--- src/logic/elink_pkg.sv ---
// E-link shared definitions
// Lane geometry, symbol kinds, word structs and the 8b10b sub-block tables
// Tables hold the RD- forms in abcdei / fghj order with a and f as MSB
package elink_pkg;

  localparam int num_lanes    = 4;  // E-link lanes
  localparam int lane_w       = 2;  // Lane index width
  localparam int sym_w        = 10; // 8b10b symbol
  localparam int bits_per_clk = 2;  // Beats are two bits wide
  localparam int clks_per_sym = 5;  // sym_w / bits_per_clk

  // K28.5 as sent, bit 0 leaves first
  localparam logic [sym_w-1:0] comma_neg = 10'b0101111100; // 001111 1010
  localparam logic [sym_w-1:0] comma_pos = 10'b1010000011; // 110000 0101

  typedef enum logic [1:0] {
    kind_data,  // D.x.y
    kind_sop,   // K28.1
    kind_eop,   // K28.6
    kind_idle   // K28.5 comma
  } elink_kind_e;

  typedef struct packed {
    elink_kind_e kind;
    logic [7:0]  data_byte; // HGFEDCBA
  } elink_word_t;

  typedef struct packed {
    elink_kind_e kind;
    logic [7:0]  data_byte;
    logic        code_err;  // Invalid sub-block or unknown K code
    logic        disp_err;  // Running disparity violated
  } elink_rx_t;

  // 5b/6b RD- codes for D.0 .. D.31
  localparam logic [5:0] tab_5b6b [32] = '{
    6'b100111, 6'b011101, 6'b101101, 6'b110001, 6'b110101, 6'b101001, 6'b011001, 6'b111000,
    6'b111001, 6'b100101, 6'b010101, 6'b110100, 6'b001101, 6'b101100, 6'b011100, 6'b010111,
    6'b011011, 6'b100011, 6'b010011, 6'b110010, 6'b001011, 6'b101010, 6'b011010, 6'b111010,
    6'b110011, 6'b100110, 6'b010110, 6'b110110, 6'b001110, 6'b101110, 6'b011110, 6'b101011
  };

  // 3b/4b RD- codes, primary D.x.7
  localparam logic [3:0] tab_3b4b [8] = '{
    4'b1011, 4'b1001, 4'b0101, 4'b1100, 4'b1101, 4'b1010, 4'b0110, 4'b1110
  };

  function automatic logic [5:0] enc_5b6b(input logic [4:0] x, input logic is_k,
                                          input logic rd_pos);
    logic [5:0] c;
    c = is_k ? 6'b001111 : tab_5b6b[x]; // Only K.28 supported
    // Unbalanced codes and D.7 flip at positive disparity
    if (rd_pos && ($countones(c) != 3 || c == 6'b111000))
      c = ~c;
    return c;
  endfunction

  function automatic logic [3:0] enc_3b4b(input logic [2:0] y, input logic rd_pos,
                                          input logic alt7, input logic is_k);
    logic [3:0] c;
    c = (alt7 && y == 3'd7) ? 4'b0111 : tab_3b4b[y]; // A7 avoids a run of five
    if (rd_pos) begin
      if ($countones(c) != 2 || c == 4'b1100)
        c = ~c;
    end
    else if (is_k && $countones(c) == 2 && c != 4'b1100)
      c = ~c; // K28.y balanced codes invert at RD-
    return c;
  endfunction

  // Returns {ok, is_k, x}
  function automatic logic [6:0] dec_6b5b(input logic [5:0] c);
    logic [6:0] r;
    r = '0;
    for (int i = 0; i < 32; i++)
      if (c == enc_5b6b(5'(i), 1'b0, 1'b0) || c == enc_5b6b(5'(i), 1'b0, 1'b1))
        r = {2'b10, 5'(i)};
    if (c == 6'b001111 || c == 6'b110000)
      r = {2'b11, 5'd28};
    return r;
  endfunction

  // Returns {ok, y}; K codes need the disparity to tell y=1 from y=6
  function automatic logic [3:0] dec_4b3b(input logic [3:0] c, input logic is_k,
                                          input logic rd_pos);
    logic [3:0] r;
    r = '0;
    for (int i = 0; i < 8; i++)
      for (int j = 0; j < 4; j++)
        if ((!is_k || j[0] == rd_pos) && c == enc_3b4b(3'(i), j[0], j[1], is_k))
          r = {1'b1, 3'(i)};
    return r;
  endfunction

  // abcdei fghj (a at MSB) to wire order (a at bit 0), and back
  function automatic logic [sym_w-1:0] rev_sym(input logic [sym_w-1:0] s);
    logic [sym_w-1:0] r;
    for (int i = 0; i < sym_w; i++)
      r[i] = s[sym_w-1-i];
    return r;
  endfunction

endpackage

--- src/logic/elink_enc8b10b.sv ---
// E-link 8b10b lane encoder
// Requests a word every five clocks, sends K28.5 when none is waiting,
// encodes with running disparity and shifts out two bits per clock LSB first
`timescale 1ns/10ps
module elink_enc8b10b (
  input  logic                                getDataTrig,
  input  logic                                reset,
  output logic                                word_req,
  input  logic                                word_avail,
  input  elink_pkg::elink_word_t              word_in,
  output logic [elink_pkg::bits_per_clk-1:0]  edata
);

  logic [2:0]                    phase;    // Beat within symbol
  logic                          rd_pos;   // Running disparity, 0 is RD-
  logic [elink_pkg::sym_w-1:0]   shreg;    // Symbol leaving the lane
  logic [4:0]                    x;        // EDCBA
  logic [2:0]                    y;        // HGF
  logic                          is_k;
  logic                          alt7;
  logic [5:0]                    six;
  logic [3:0]                    four;
  logic                          rd_mid;   // Disparity between sub-blocks
  logic                          rd_next;
  logic [elink_pkg::sym_w-1:0]   sym_next; // Wire order

  assign word_req = phase == 3'd0; // Load slot
  assign edata    = shreg[elink_pkg::bits_per_clk-1:0];

  always_comb
  begin
    x    = 5'd28;
    y    = 3'd5; // K28.5 unless a word is waiting
    is_k = 1'b1;
    if (word_avail)
    begin
      case (word_in.kind)
        elink_pkg::kind_data:
        begin
          x    = word_in.data_byte[4:0];
          y    = word_in.data_byte[7:5];
          is_k = 1'b0;
        end
        elink_pkg::kind_sop: y = 3'd1;  // K28.1
        elink_pkg::kind_eop: y = 3'd6;  // K28.6
        default:             y = 3'd5;
      endcase
    end
    six    = elink_pkg::enc_5b6b(x, is_k, rd_pos);
    rd_mid = rd_pos ^ ($countones(six) != 3);
    // D.x.A7 where the primary code would extend a run
    alt7   = y == 3'd7 && !is_k &&
             ((!rd_mid && (x == 5'd17 || x == 5'd18 || x == 5'd20)) ||
              (rd_mid && (x == 5'd11 || x == 5'd13 || x == 5'd14)));
    four     = elink_pkg::enc_3b4b(y, rd_mid, alt7, is_k);
    rd_next  = rd_mid ^ ($countones(four) != 2);
    sym_next = elink_pkg::rev_sym({six, four});
  end

  always_ff @(posedge getDataTrig)
  begin
    if (reset)
    begin
      phase  <= 3'(elink_pkg::clks_per_sym - 1); // First request one cycle out
      rd_pos <= 1'b0;
      shreg  <= '0;
    end
    else
    begin
      phase <= (phase == 3'(elink_pkg::clks_per_sym - 1)) ? 3'd0 : phase + 3'd1;
      if (word_req)
      begin
        shreg  <= sym_next;
        rd_pos <= rd_next;
      end
      else
        shreg <= shreg >> elink_pkg::bits_per_clk; // Next beat down
    end
  end

endmodule

--- src/logic/elink_rx_emulator.sv ---
// E-link receiver emulator
// Per lane comma alignment on a 12-bit beat history, 10-bit deserialization,
// 8b10b decode with code and disparity checks, non-idle symbols reported
`timescale 1ns/10ps
module elink_rx_emulator (
  input  logic                                getDataTrig,
  input  logic                                reset,
  input  logic [elink_pkg::bits_per_clk-1:0]  edata [elink_pkg::num_lanes],
  output logic [elink_pkg::num_lanes-1:0]     rx_valid,
  output logic [elink_pkg::num_lanes-1:0]     rx_locked,
  output elink_pkg::elink_rx_t                rx_sym [elink_pkg::num_lanes]
);

  for (genvar l = 0; l < elink_pkg::num_lanes; l++) begin : g_lane
    logic [elink_pkg::sym_w+elink_pkg::bits_per_clk-1:0] hist; // Newest beat on top
    logic [2:0]                  cnt;       // Free-running beat phase
    logic                        cand_vld;  // One comma seen
    logic                        cand_off;  // Bit offset of that comma
    logic [2:0]                  cand_ph;   // Beat phase of that comma
    logic                        locked;
    logic                        rd_pos;
    logic                        valid_q;
    elink_pkg::elink_rx_t        sym_q;
    logic [elink_pkg::sym_w-1:0] win0;      // Offset 0 window
    logic [elink_pkg::sym_w-1:0] win1;      // Offset 1 window
    logic                        hit0;
    logic                        hit1;
    logic                        hit_off;
    logic [elink_pkg::sym_w-1:0] hit_win;
    logic [elink_pkg::sym_w-1:0] code;      // abcdei fghj
    logic [6:0]                  d6;        // {ok, k, x}
    logic [3:0]                  d4;        // {ok, y}
    logic                        rd_mid;
    logic                        rd_next;
    logic                        code_err;
    logic                        disp_err;
    elink_pkg::elink_kind_e      kind;

    assign win0      = hist[11:2];
    assign win1      = hist[10:1];
    assign rx_locked[l] = locked;
    assign rx_valid[l]  = valid_q;
    assign rx_sym[l]    = sym_q;

    always_comb
    begin
      hit0    = win0 == elink_pkg::comma_neg || win0 == elink_pkg::comma_pos;
      hit1    = win1 == elink_pkg::comma_neg || win1 == elink_pkg::comma_pos;
      hit_off = !hit0; // Offset 0 wins a tie
      hit_win = hit0 ? win0 : win1;
      code    = elink_pkg::rev_sym(cand_off ? win1 : win0);
      d6      = elink_pkg::dec_6b5b(code[9:4]);
      // Unbalanced sub-block must oppose the current disparity
      disp_err = ($countones(code[9:4]) == 4 && rd_pos) ||
                 ($countones(code[9:4]) == 2 && !rd_pos);
      rd_mid   = rd_pos ^ ($countones(code[9:4]) != 3);
      d4       = elink_pkg::dec_4b3b(code[3:0], d6[5], rd_mid);
      disp_err = disp_err || ($countones(code[3:0]) == 3 && rd_mid) ||
                 ($countones(code[3:0]) == 1 && !rd_mid);
      rd_next  = rd_mid ^ ($countones(code[3:0]) != 2);
      code_err = !d6[6] || !d4[3];
      kind     = elink_pkg::kind_data;
      if (d6[5])
      begin
        case (d4[2:0])
          3'd1:    kind = elink_pkg::kind_sop;
          3'd6:    kind = elink_pkg::kind_eop;
          3'd5:    kind = elink_pkg::kind_idle;
          default: code_err = 1'b1; // K28.y not in use
        endcase
      end
    end

    always_ff @(posedge getDataTrig)
    begin
      hist <= {edata[l], hist[11:2]}; // First bit of a beat is its bit 0
    end

    always_ff @(posedge getDataTrig)
    begin
      if (reset)
      begin
        cnt      <= '0;
        cand_vld <= 1'b0;
        cand_off <= 1'b0;
        cand_ph  <= '0;
        locked   <= 1'b0;
        rd_pos   <= 1'b0;
        valid_q  <= 1'b0;
      end
      else
      begin
        cnt     <= (cnt == 3'(elink_pkg::clks_per_sym - 1)) ? 3'd0 : cnt + 3'd1;
        valid_q <= 1'b0;
        if (!locked)
        begin
          if (hit0 || hit1)
          begin
            if (cand_vld && cand_off == hit_off && cand_ph == cnt)
            begin
              locked <= 1'b1;
              rd_pos <= hit_win == elink_pkg::comma_neg; // RD- comma ends positive
            end
            else
            begin
              cand_vld <= 1'b1; // Restart on this comma
              cand_off <= hit_off;
              cand_ph  <= cnt;
            end
          end
          else if (cand_vld && cand_ph == cnt)
            cand_vld <= 1'b0; // Second comma missing
        end
        else if (cnt == cand_ph)
        begin
          rd_pos  <= rd_next;
          valid_q <= kind != elink_pkg::kind_idle || code_err || disp_err;
        end
      end
    end

    always_ff @(posedge getDataTrig)
    begin
      if (locked && cnt == cand_ph)
        sym_q <= {kind, d4[2:0], d6[4:0], code_err, disp_err};
    end
  end

endmodule

--- src/logic/elink_top.sv ---
// E-link transmit path top
// Host feeder, four 8b10b lanes and the receiving link partner emulator
// Serial beats come out for observation
`timescale 1ns/10ps
module elink_top (
  input  logic                                getDataTrig,
  input  logic                                reset,
  input  logic                                host_valid,
  input  logic [elink_pkg::lane_w-1:0]        host_lane,
  input  elink_pkg::elink_word_t              host_word,
  output logic [elink_pkg::num_lanes-1:0]     lane_full,
  output logic [elink_pkg::num_lanes-1:0]     rx_valid,
  output logic [elink_pkg::num_lanes-1:0]     rx_locked,
  output elink_pkg::elink_rx_t                rx_sym [elink_pkg::num_lanes],
  output logic [elink_pkg::bits_per_clk-1:0]  edata [elink_pkg::num_lanes]
);

  logic [elink_pkg::num_lanes-1:0] word_req;   // Load slot per lane
  logic [elink_pkg::num_lanes-1:0] word_avail; // FIFO head valid
  elink_pkg::elink_word_t          word_out [elink_pkg::num_lanes];

  elink_tx_feeder u_feeder (
    .getDataTrig (getDataTrig),
    .reset       (reset),
    .host_valid  (host_valid),
    .host_lane   (host_lane),
    .host_word   (host_word),
    .word_req    (word_req),
    .word_avail  (word_avail),
    .word_out    (word_out),
    .lane_full   (lane_full)
  );

  for (genvar l = 0; l < elink_pkg::num_lanes; l++) begin : g_lane
    elink_enc8b10b u_enc (
      .getDataTrig (getDataTrig),
      .reset       (reset),
      .word_req    (word_req[l]),
      .word_avail  (word_avail[l]),
      .word_in     (word_out[l]),
      .edata       (edata[l])
    );
  end

  elink_rx_emulator u_rx (
    .getDataTrig (getDataTrig),
    .reset       (reset),
    .edata       (edata),
    .rx_valid    (rx_valid),
    .rx_locked   (rx_locked),
    .rx_sym      (rx_sym)
  );

endmodule

--- src/logic/elink_tx_feeder.sv ---
// E-link transmit feeder
// Two-entry FIFO per lane, written from host strobes, read on lane requests
// Head of each FIFO is presented combinationally to its lane
`timescale 1ns/10ps
module elink_tx_feeder (
  input  logic                                getDataTrig,
  input  logic                                reset,
  input  logic                                host_valid,
  input  logic [elink_pkg::lane_w-1:0]        host_lane,
  input  elink_pkg::elink_word_t              host_word,
  input  logic [elink_pkg::num_lanes-1:0]     word_req,
  output logic [elink_pkg::num_lanes-1:0]     word_avail,
  output elink_pkg::elink_word_t              word_out [elink_pkg::num_lanes],
  output logic [elink_pkg::num_lanes-1:0]     lane_full
);

  for (genvar l = 0; l < elink_pkg::num_lanes; l++) begin : g_lane
    elink_pkg::elink_word_t mem [2]; // Payload only
    logic [1:0] wp;                  // Write pointer plus wrap bit
    logic [1:0] rp;                  // Read pointer plus wrap bit
    logic       push;
    logic       pop;

    // Idle is reserved for the lanes, full lanes drop the strobe
    assign push = host_valid && int'(host_lane) == l && !lane_full[l] &&
                  host_word.kind != elink_pkg::kind_idle;
    assign pop  = word_req[l] && word_avail[l]; // Lane consumes head this edge

    assign word_avail[l] = wp != rp;
    assign lane_full[l]  = (wp ^ rp) == 2'b10; // Same slot, other lap
    assign word_out[l]   = mem[rp[0]];

    always_ff @(posedge getDataTrig)
    begin
      if (reset)
      begin
        wp <= '0;
        rp <= '0;
      end
      else
      begin
        if (push)
          wp <= wp + 2'd1;
        if (pop)
          rp <= rp + 2'd1;
      end
    end

    always_ff @(posedge getDataTrig)
    begin
      if (push)
        mem[wp[0]] <= host_word;
    end
  end

endmodule

--- config.mk ---
export PLATFORM = sky130hd
export DESIGN_NAME = elink_top
export DESIGN_NICKNAME = d
export VERILOG_FILES = /design/src/logic/elink_pkg.sv /design/src/logic/elink_enc8b10b.sv /design/src/logic/elink_rx_emulator.sv /design/src/logic/elink_top.sv /design/src/logic/elink_tx_feeder.sv
export SDC_FILE = /design/constraint.sdc
export NUM_CORES = 1
export LEC_CHECK = 0
export ABC_AREA = 0
export BUFFER_PORTS_ARGS = -buffer_cell sky130_fd_sc_hd__buf_2
export CAP_MARGIN = 20
export CORE_MARGIN = 1
export CORE_UTILIZATION = 35
export CTS_CLUSTER_DIAMETER = 30
export DETAILED_ROUTE_END_ITERATION = 16
export PLACE_DENSITY = 0.46
export SYNTH_ARGS = -nofsm -noshare
export SYNTH_HDL_FRONTEND = slang
export SYNTH_HIERARCHICAL = 1
export SYNTH_SLANG_ARGS = --single-unit
--- constraint.sdc ---
create_clock -name getDataTrig -period 28.1 [get_ports getDataTrig]
set_input_delay 5.62 -clock getDataTrig [delete_from_list [all_inputs] [get_ports getDataTrig]]
set_output_delay 5.62 -clock getDataTrig [all_outputs]
set_load 0.02 [all_outputs]
Word-level counts from Yosys, hierarchy flattened
Memories as Yosys holds them, arrays and structs flattened. A register that Yosys moved wholly into a read port is not among the register bits.
Index checks and enable logic that the tools add are counted.
{"block": "op_classes", "muxes": 372, "reduce_logical": 385, "n_div": 0, "shifts": 0, "n_eq_ne": 432, "n_bitwise": 56, "magnitude_cmp": 8, "mul": 0, "add_sub_neg": 112}
{"cell": "$add 32x32->32", "n": 36}
{"cell": "$mux 7", "n": 132}
{"cell": "$ne 32x3->1 const B", "n": 24}
{"cell": "$eq 6x6->1 const B", "n": 100}
{"cell": "$mux 4", "n": 112}
{"cell": "$eq 32x3->1 const B", "n": 12}
{"cell": "$eq 6x5->1 const B", "n": 56}
{"cell": "$eq 6x4->1 const B", "n": 28}
{"cell": "$logic_and 1x1->1", "n": 152}
{"cell": "$logic_or 1x1->1", "n": 132}
{"cell": "$eq 32x2->1 const B", "n": 4}
{"cell": "$eq 32x4->1 const B", "n": 4}
{"cell": "$eq 4x4->1 const B", "n": 32}
{"cell": "$add 1x1->2", "n": 60}
{"cell": "$eq 10x9->1 const B", "n": 12}
{"cell": "$mux 6", "n": 16}
{"cell": "$eq 10x10->1 const B", "n": 8}
{"cell": "$mux 10", "n": 8}
{"cell": "$eq 6x3->1 const B", "n": 12}
{"cell": "$mux 1", "n": 72}
{"cell": "$reduce_or 17->1", "n": 4}
{"cell": "$eq 4x3->1 const B", "n": 16}
{"cell": "$eq 4x4->1", "n": 16}
{"cell": "$eq 3x3->1 const B", "n": 20}
{"cell": "other kinds (38)", "n": 297}
{"block": "totals", "word_cells": 1469, "mem_bits_rw": 80, "latch_bits": 0, "out_inout_bits": 68, "rom_bits": 896, "regBits": 212, "memories": 12, "input_bits": 15}
{"name": "(no name shown)", "depth": 32, "word_bits": 6, "rd": 1, "rd_clocked_by_memory_dff": 0, "write_ports": 0, "line": "elink_pkg.sv:51", "source": "c = is_k ? 6'b001111 : tab_5b6b[x];"}
{"name": "(no name shown)", "depth": 32, "word_bits": 6, "rd": 1, "rd_clocked_by_memory_dff": 0, "write_ports": 0, "line": "elink_pkg.sv:51"}
{"name": "(no name shown)", "depth": 32, "word_bits": 6, "rd": 1, "rd_clocked_by_memory_dff": 0, "write_ports": 0, "line": "elink_pkg.sv:51"}
{"name": "(no name shown)", "depth": 32, "word_bits": 6, "rd": 1, "rd_clocked_by_memory_dff": 0, "write_ports": 0, "line": "elink_pkg.sv:51"}
{"name": "(no name shown)", "depth": 8, "word_bits": 4, "rd": 1, "rd_clocked_by_memory_dff": 0, "write_ports": 0, "line": "elink_pkg.sv:61", "source": "c = (alt7 && y == 3'd7) ? 4'b0111 : tab_3b4b[y];"}
{"name": "(no name shown)", "depth": 8, "word_bits": 4, "rd": 1, "rd_clocked_by_memory_dff": 0, "write_ports": 0, "line": "elink_pkg.sv:61"}
{"name": "6 more memories"}

Depth between registers and ports, before layout
{"block": "logic_depth", "word_depth": 63, "depth_mapped": 52, "ltp_nobuf": 51}

Modules after synthesis
The synthesis kept the hierarchy.
{"mod": "elink_rx_emulator", "area_per_inst_um2": 12087.8, "instances": 1, "seq_area_each_um2": 3203.1, "cells_per_inst": 1486}
{"mod": "elink_tx_feeder", "area_per_inst_um2": 3892.5, "instances": 1, "seq_area_each_um2": 2802.7, "cells_per_inst": 239}
{"mod": "elink_enc8b10b (g_lane[2].u_enc)", "area_per_inst_um2": 1898.1, "instances": 1, "seq_area_each_um2": 280.3, "cells_per_inst": 228}
{"mod": "elink_enc8b10b (g_lane[1].u_enc)", "area_per_inst_um2": 1831.8, "instances": 1, "seq_area_each_um2": 280.3, "cells_per_inst": 231}
{"mod": "elink_enc8b10b (g_lane[3].u_enc)", "area_per_inst_um2": 1820.5, "instances": 1, "seq_area_each_um2": 280.3, "cells_per_inst": 231}
{"mod": "elink_enc8b10b (g_lane[0].u_enc)", "area_per_inst_um2": 1793.0, "instances": 1, "seq_area_each_um2": 280.3, "cells_per_inst": 224}

Worst setup path before layout
Ideal clock, no wire load.
{"block": "synth_timing", "path_type": "register -> register", "startpoint": "reg (tool-made name)", "endpoint": "reg g_lane[3].u_enc.rd_pos", "arrival_ns": 11.301, "n_path_buf": 2, "setup_ns": 0.128, "t_required_ns": 27.972, "setup_slack_ns": 16.671, "path_stages_with_launch": 52, "period_less_slack_ns": 11.429, "cell_sequence": "dfxtp_1 clkbuf_1 mux2_2 nor3b_2 buf_2 and2_1 inv_1 ha_1 mux2i_1 nor2b_1 o32ai_2 nand2_1 fa_1 inv_1 fa_1 inv_1 ha_1 inv_1 (+16 left out) ha_1 or3_1 ha_1 nor2_1 nand2_1 nor3_1 or2_1 nor4_1 a211o_1 fa_1 inv_1 ha_1 ha_1 nand2_1 xnor2_1 nor2_1 xnor2_1 nor2_1"}
{"element": "end signal, assigned", "line": "elink_enc8b10b.sv:74", "source": "rd_pos <= rd_next;"}
{"element": "end, declared", "line": "elink_enc8b10b.sv:15", "source": "logic rd_pos;"}

==> run summary <==
Total GRT Usage: 0.172
Via count: 19700
Worst slew margin relative to its limit: 0.344
Cell at the root of the clock tree: clkbuf_16
Mean Syn Cell Area: 8.84 sq um
Outcome: completed
Number of design rule violations left after detail routing: 0
Number of unique standard cell types used by synthesis: 131
Routability-driven placement congestion ratio: 0.897
Critical Path Start Type: flop
Number of setup buffers added after CTS: 0
Async set-reset flop share out of synthesis: 0
Type of the worst min-delay path: flop to flop
HPWL reported at the end of detailed placement: 42300 um
Placement-stage worst setup slack: 15.29 ns
Met3 layer wire length in the routed design: 2700 um
Beginning of the worst hold path: g_lane[0].u_enc/shreg[0]
Clock sink count: 292
Hold-critical path depth: 0
Shortest period the worst path allows: 12.75 ns
Routed length on met1: 27700 um
Flop and latch count out of synthesis: 292
Count of pins over their slew limit: 0
Core box area: 65900 sq um
Total standard cell area after synthesis: 23300 sq um
Post-Syn Instances: 2639
Endpoint with the worst hold slack: u_rx/g_lane[0].hist[10]
Wire length of the first global-routing pass: 97300 um
Ratio of cells with drive above 1 in the final layout: 0.149
Initial cell density of the core: 0.354
Total routed wirelength: 58500 um
Number of synthesized flops with an enable pin: 128
Quantity of I/O buffers inserted on ports: 82
CTS clk-pin slew, worst paths: 0.04 ns
Max rail drop VDD: 0.0709 mV
Die area: 67700 sq um
Top layer in use: met4
Post-cts sizing count: 0
Fin cells: 3612
Crit-path max FO: 13
Most instantiated library cell after synthesis: nor2_1
Row cnt: 94
R2R Setup Slk: 15.35 ns
Final sum of negative setup slack: 0 ns
Highest cell delay on the worst timing path: 0.69 ns
Total iterations of the first detailed-routing run: 6
Crit Path Class: flop to flop
Worst path required time: 28.55 ns
WL/cell: 16.2 um
Routed vias/inst: 5.46
Final worst setup slack: 15.35 ns
Cell mode on critical path: ha_1
Pin count of the biggest net entering global routing: 63
Largest cells by area after synthesis: edfxtp_1 (16%), dfxtp_1 (14%), ha_1 (7.1%)
Met2 routed WL: 26800 um
Layout overhead on the synthesized area: 15.4%
Top-level port count: 83
Nets in the synthesized netlist: 2830
Crit path arrival time: 13.20 ns
Initial antenna violation count: 0
Total of max-cap violations: 0
Slew at the pin with the worst max-slew slack: 0.980 ns
Number of cells after detailed placement: 3462
CP max-delay cell: nor3b_2
Initial DRC count: 1219
Remaining antenna violation count: 0
Skew-Pair Late Insertion Delay: 0.59 ns
Yosys warning total: 6
Cts hold-fix bufs: 0
Most used flip-flop cell after synthesis: dfxtp_1
Cell count of the worst reg-to-reg path: 50
Number of buffers between clock root and the deepest sink: 3
Worst clock skew on the final layout: 0.0127 ns
Ratio of total power to cell area: 76.0 nW/um^2
F_max: 78.4 MHz
Top post-synthesis cells by count: nor2_1 (203), inv_1 (199), nand2_1 (194)
Portion of the clock cycle consumed by the worst path in the final layout: 0.454
Post-synthesis sequential area ratio: 0.306
Total grt overflow: 0
Final hold violation count: 0
RSZ-0062 raised after global routing: false
Die height: 260 um
Fraction of synthesized cell area taken by the top area cell type: 0.165
H-Tree Depth: 3
Die X-Extent: 260 um
Number of buffers added by the clock tree synthesis step: 82
Endpoint of the most critical register-to-register path: g_lane[3].u_enc/rd_pos
Setup crit end kind: flop
Layout Nets: 2873
Static power due to leakage: 10.6 nW
Number of global-route vias before repair: 19200
Count of final setup violators: 0
ANT cells: 0
CTS tree: yes
Cell taking the most area after synthesis: edfxtp_1
[through the flow]
| step | utilization | hold WS [ns] | power, mW | instance area, sq um |
|---|---|---|---|---|
| floorplan | - | 0.326 | 1.03 | 23300 |
| global placement | 0.368 | 0.356 | 1.16 | 24200 |
| detailed placement | 0.368 | 0.369 | 1.17 | 24200 |
| CTS | 0.409 | 0.379 | 2.07 | 26900 |
| global route | 0.409 | 0.386 | 2.20 | 26900 |
| finish | 0.409 | 0.364 | 2.04 | 26900 |
[cells by family after synthesis]
kind of cell | share of synthesized area
adders and majority gates | 0.109
AOI/OAI and AO/OA | 0.209
buffers and inverters | 0.0619
muxes | 0.0658
DFF | 0.306
xor gates and xnor gates | 0.0262
and+or+nand+nor | 0.223
[layout by cell type, fill, tap and decap left out, types with 18 or more instances in the layout]
cell type,synthesis,layout
a211oi_1,26,26
nor3b_1,28,28
edfxtp_1,128,128
clkinv_2,0,21
and2_1,51,51
and3_1,26,26
nor2_1,203,203
nand2b_1,70,70
nand2_1,194,194
or3_1,24,24
inv_1,199,199
dfxtp_1,164,164
clkbuf_16,0,85
ha_1,133,133
and3b_1,18,18
a31oi_1,30,30
buf_2,34,81
o31ai_1,25,25
mux2i_1,62,62
xnor2_1,36,36
fa_1,43,43
o22ai_1,36,36
nor2b_1,53,53
o21ai_0,103,103
mux2_2,73,73
nor3_1,45,45
o211ai_1,18,18
xor2_1,32,32
a21oi_1,143,143
nand3_1,67,67
o21a_1,21,21
nand3b_1,42,42
nand4_1,23,23
[power breakdown]
group	switching (mW)	internal (mW)	total (mW)
Sequential	0.0481	0.487	0.536
Clock	0.272	0.607	0.879
Combinational	0.374	0.256	0.630
Total	0.695	1.35	2.04
[worst max path at each step]
stage	endpoint	slack [ns]	cells past startpoint
after CTS	g_lane[3].u_enc/rd_pos	15.27	49
after global routing	g_lane[3].u_enc/rd_pos	14.40	50
after floorplan	g_lane[3].u_enc/rd_pos	16.67	51
after global placement	g_lane[3].u_enc/rd_pos	15.65	49
final	g_lane[3].u_enc/rd_pos	15.35	50
after detailed placement	g_lane[3].u_enc/rd_pos	15.29	50
[registers in the layout, indices dropped and copies added (netlist names), named ones only]
name	cells
g_lane.u_enc/rd_pos	4
g_lane.u_enc/shreg	40
u_feeder/g_lane.rp	8
u_rx/g_lane.cnt	12
u_rx/g_lane.cand_ph	12
u_rx/g_lane.rd_pos	4
u_feeder/g_lane.mem	80
g_lane.u_enc/phase	12
u_rx/rx_sym	48
u_rx/g_lane.valid_q	4
u_rx/g_lane.locked	4
u_rx/g_lane.cand_vld	4
u_feeder/g_lane.wp	8
u_rx/g_lane.hist	44
u_rx/g_lane.cand_off	4
[worst max-delay path: cells and delay by family, from the launching register on]
kind / cells / cell delay, ns
AO/OA/AOI/OAI: 5 / 1.50
XOR/XNOR: 3 / 0.50
adder cells (fa/ha/maj): 15 / 4.91
buffers and inverters: 7 / 0.43
flip-flops: 1 / 0.59
multiplexers: 3 / 0.94
AND/OR/NAND/NOR: 17 / 3.71
[area by class of cell]
type                    count  area (sq um)
clock buffers             106          2300
clock inverters            44           380
fillers                  6489         39000
inverters                 207           777
multi-input cells        2008         14800
flip-flops and latches    292          7130
well taps                 864          1080
repair buffers             91           480
[layer usage]
metal  GRT usage  vias up
met2       0.275      455
li1            -     9732
met1       0.232     9445
met5           0        -
met3      0.0306       93
met4      0.0611        0
Power figures use the tool's default switching activity.
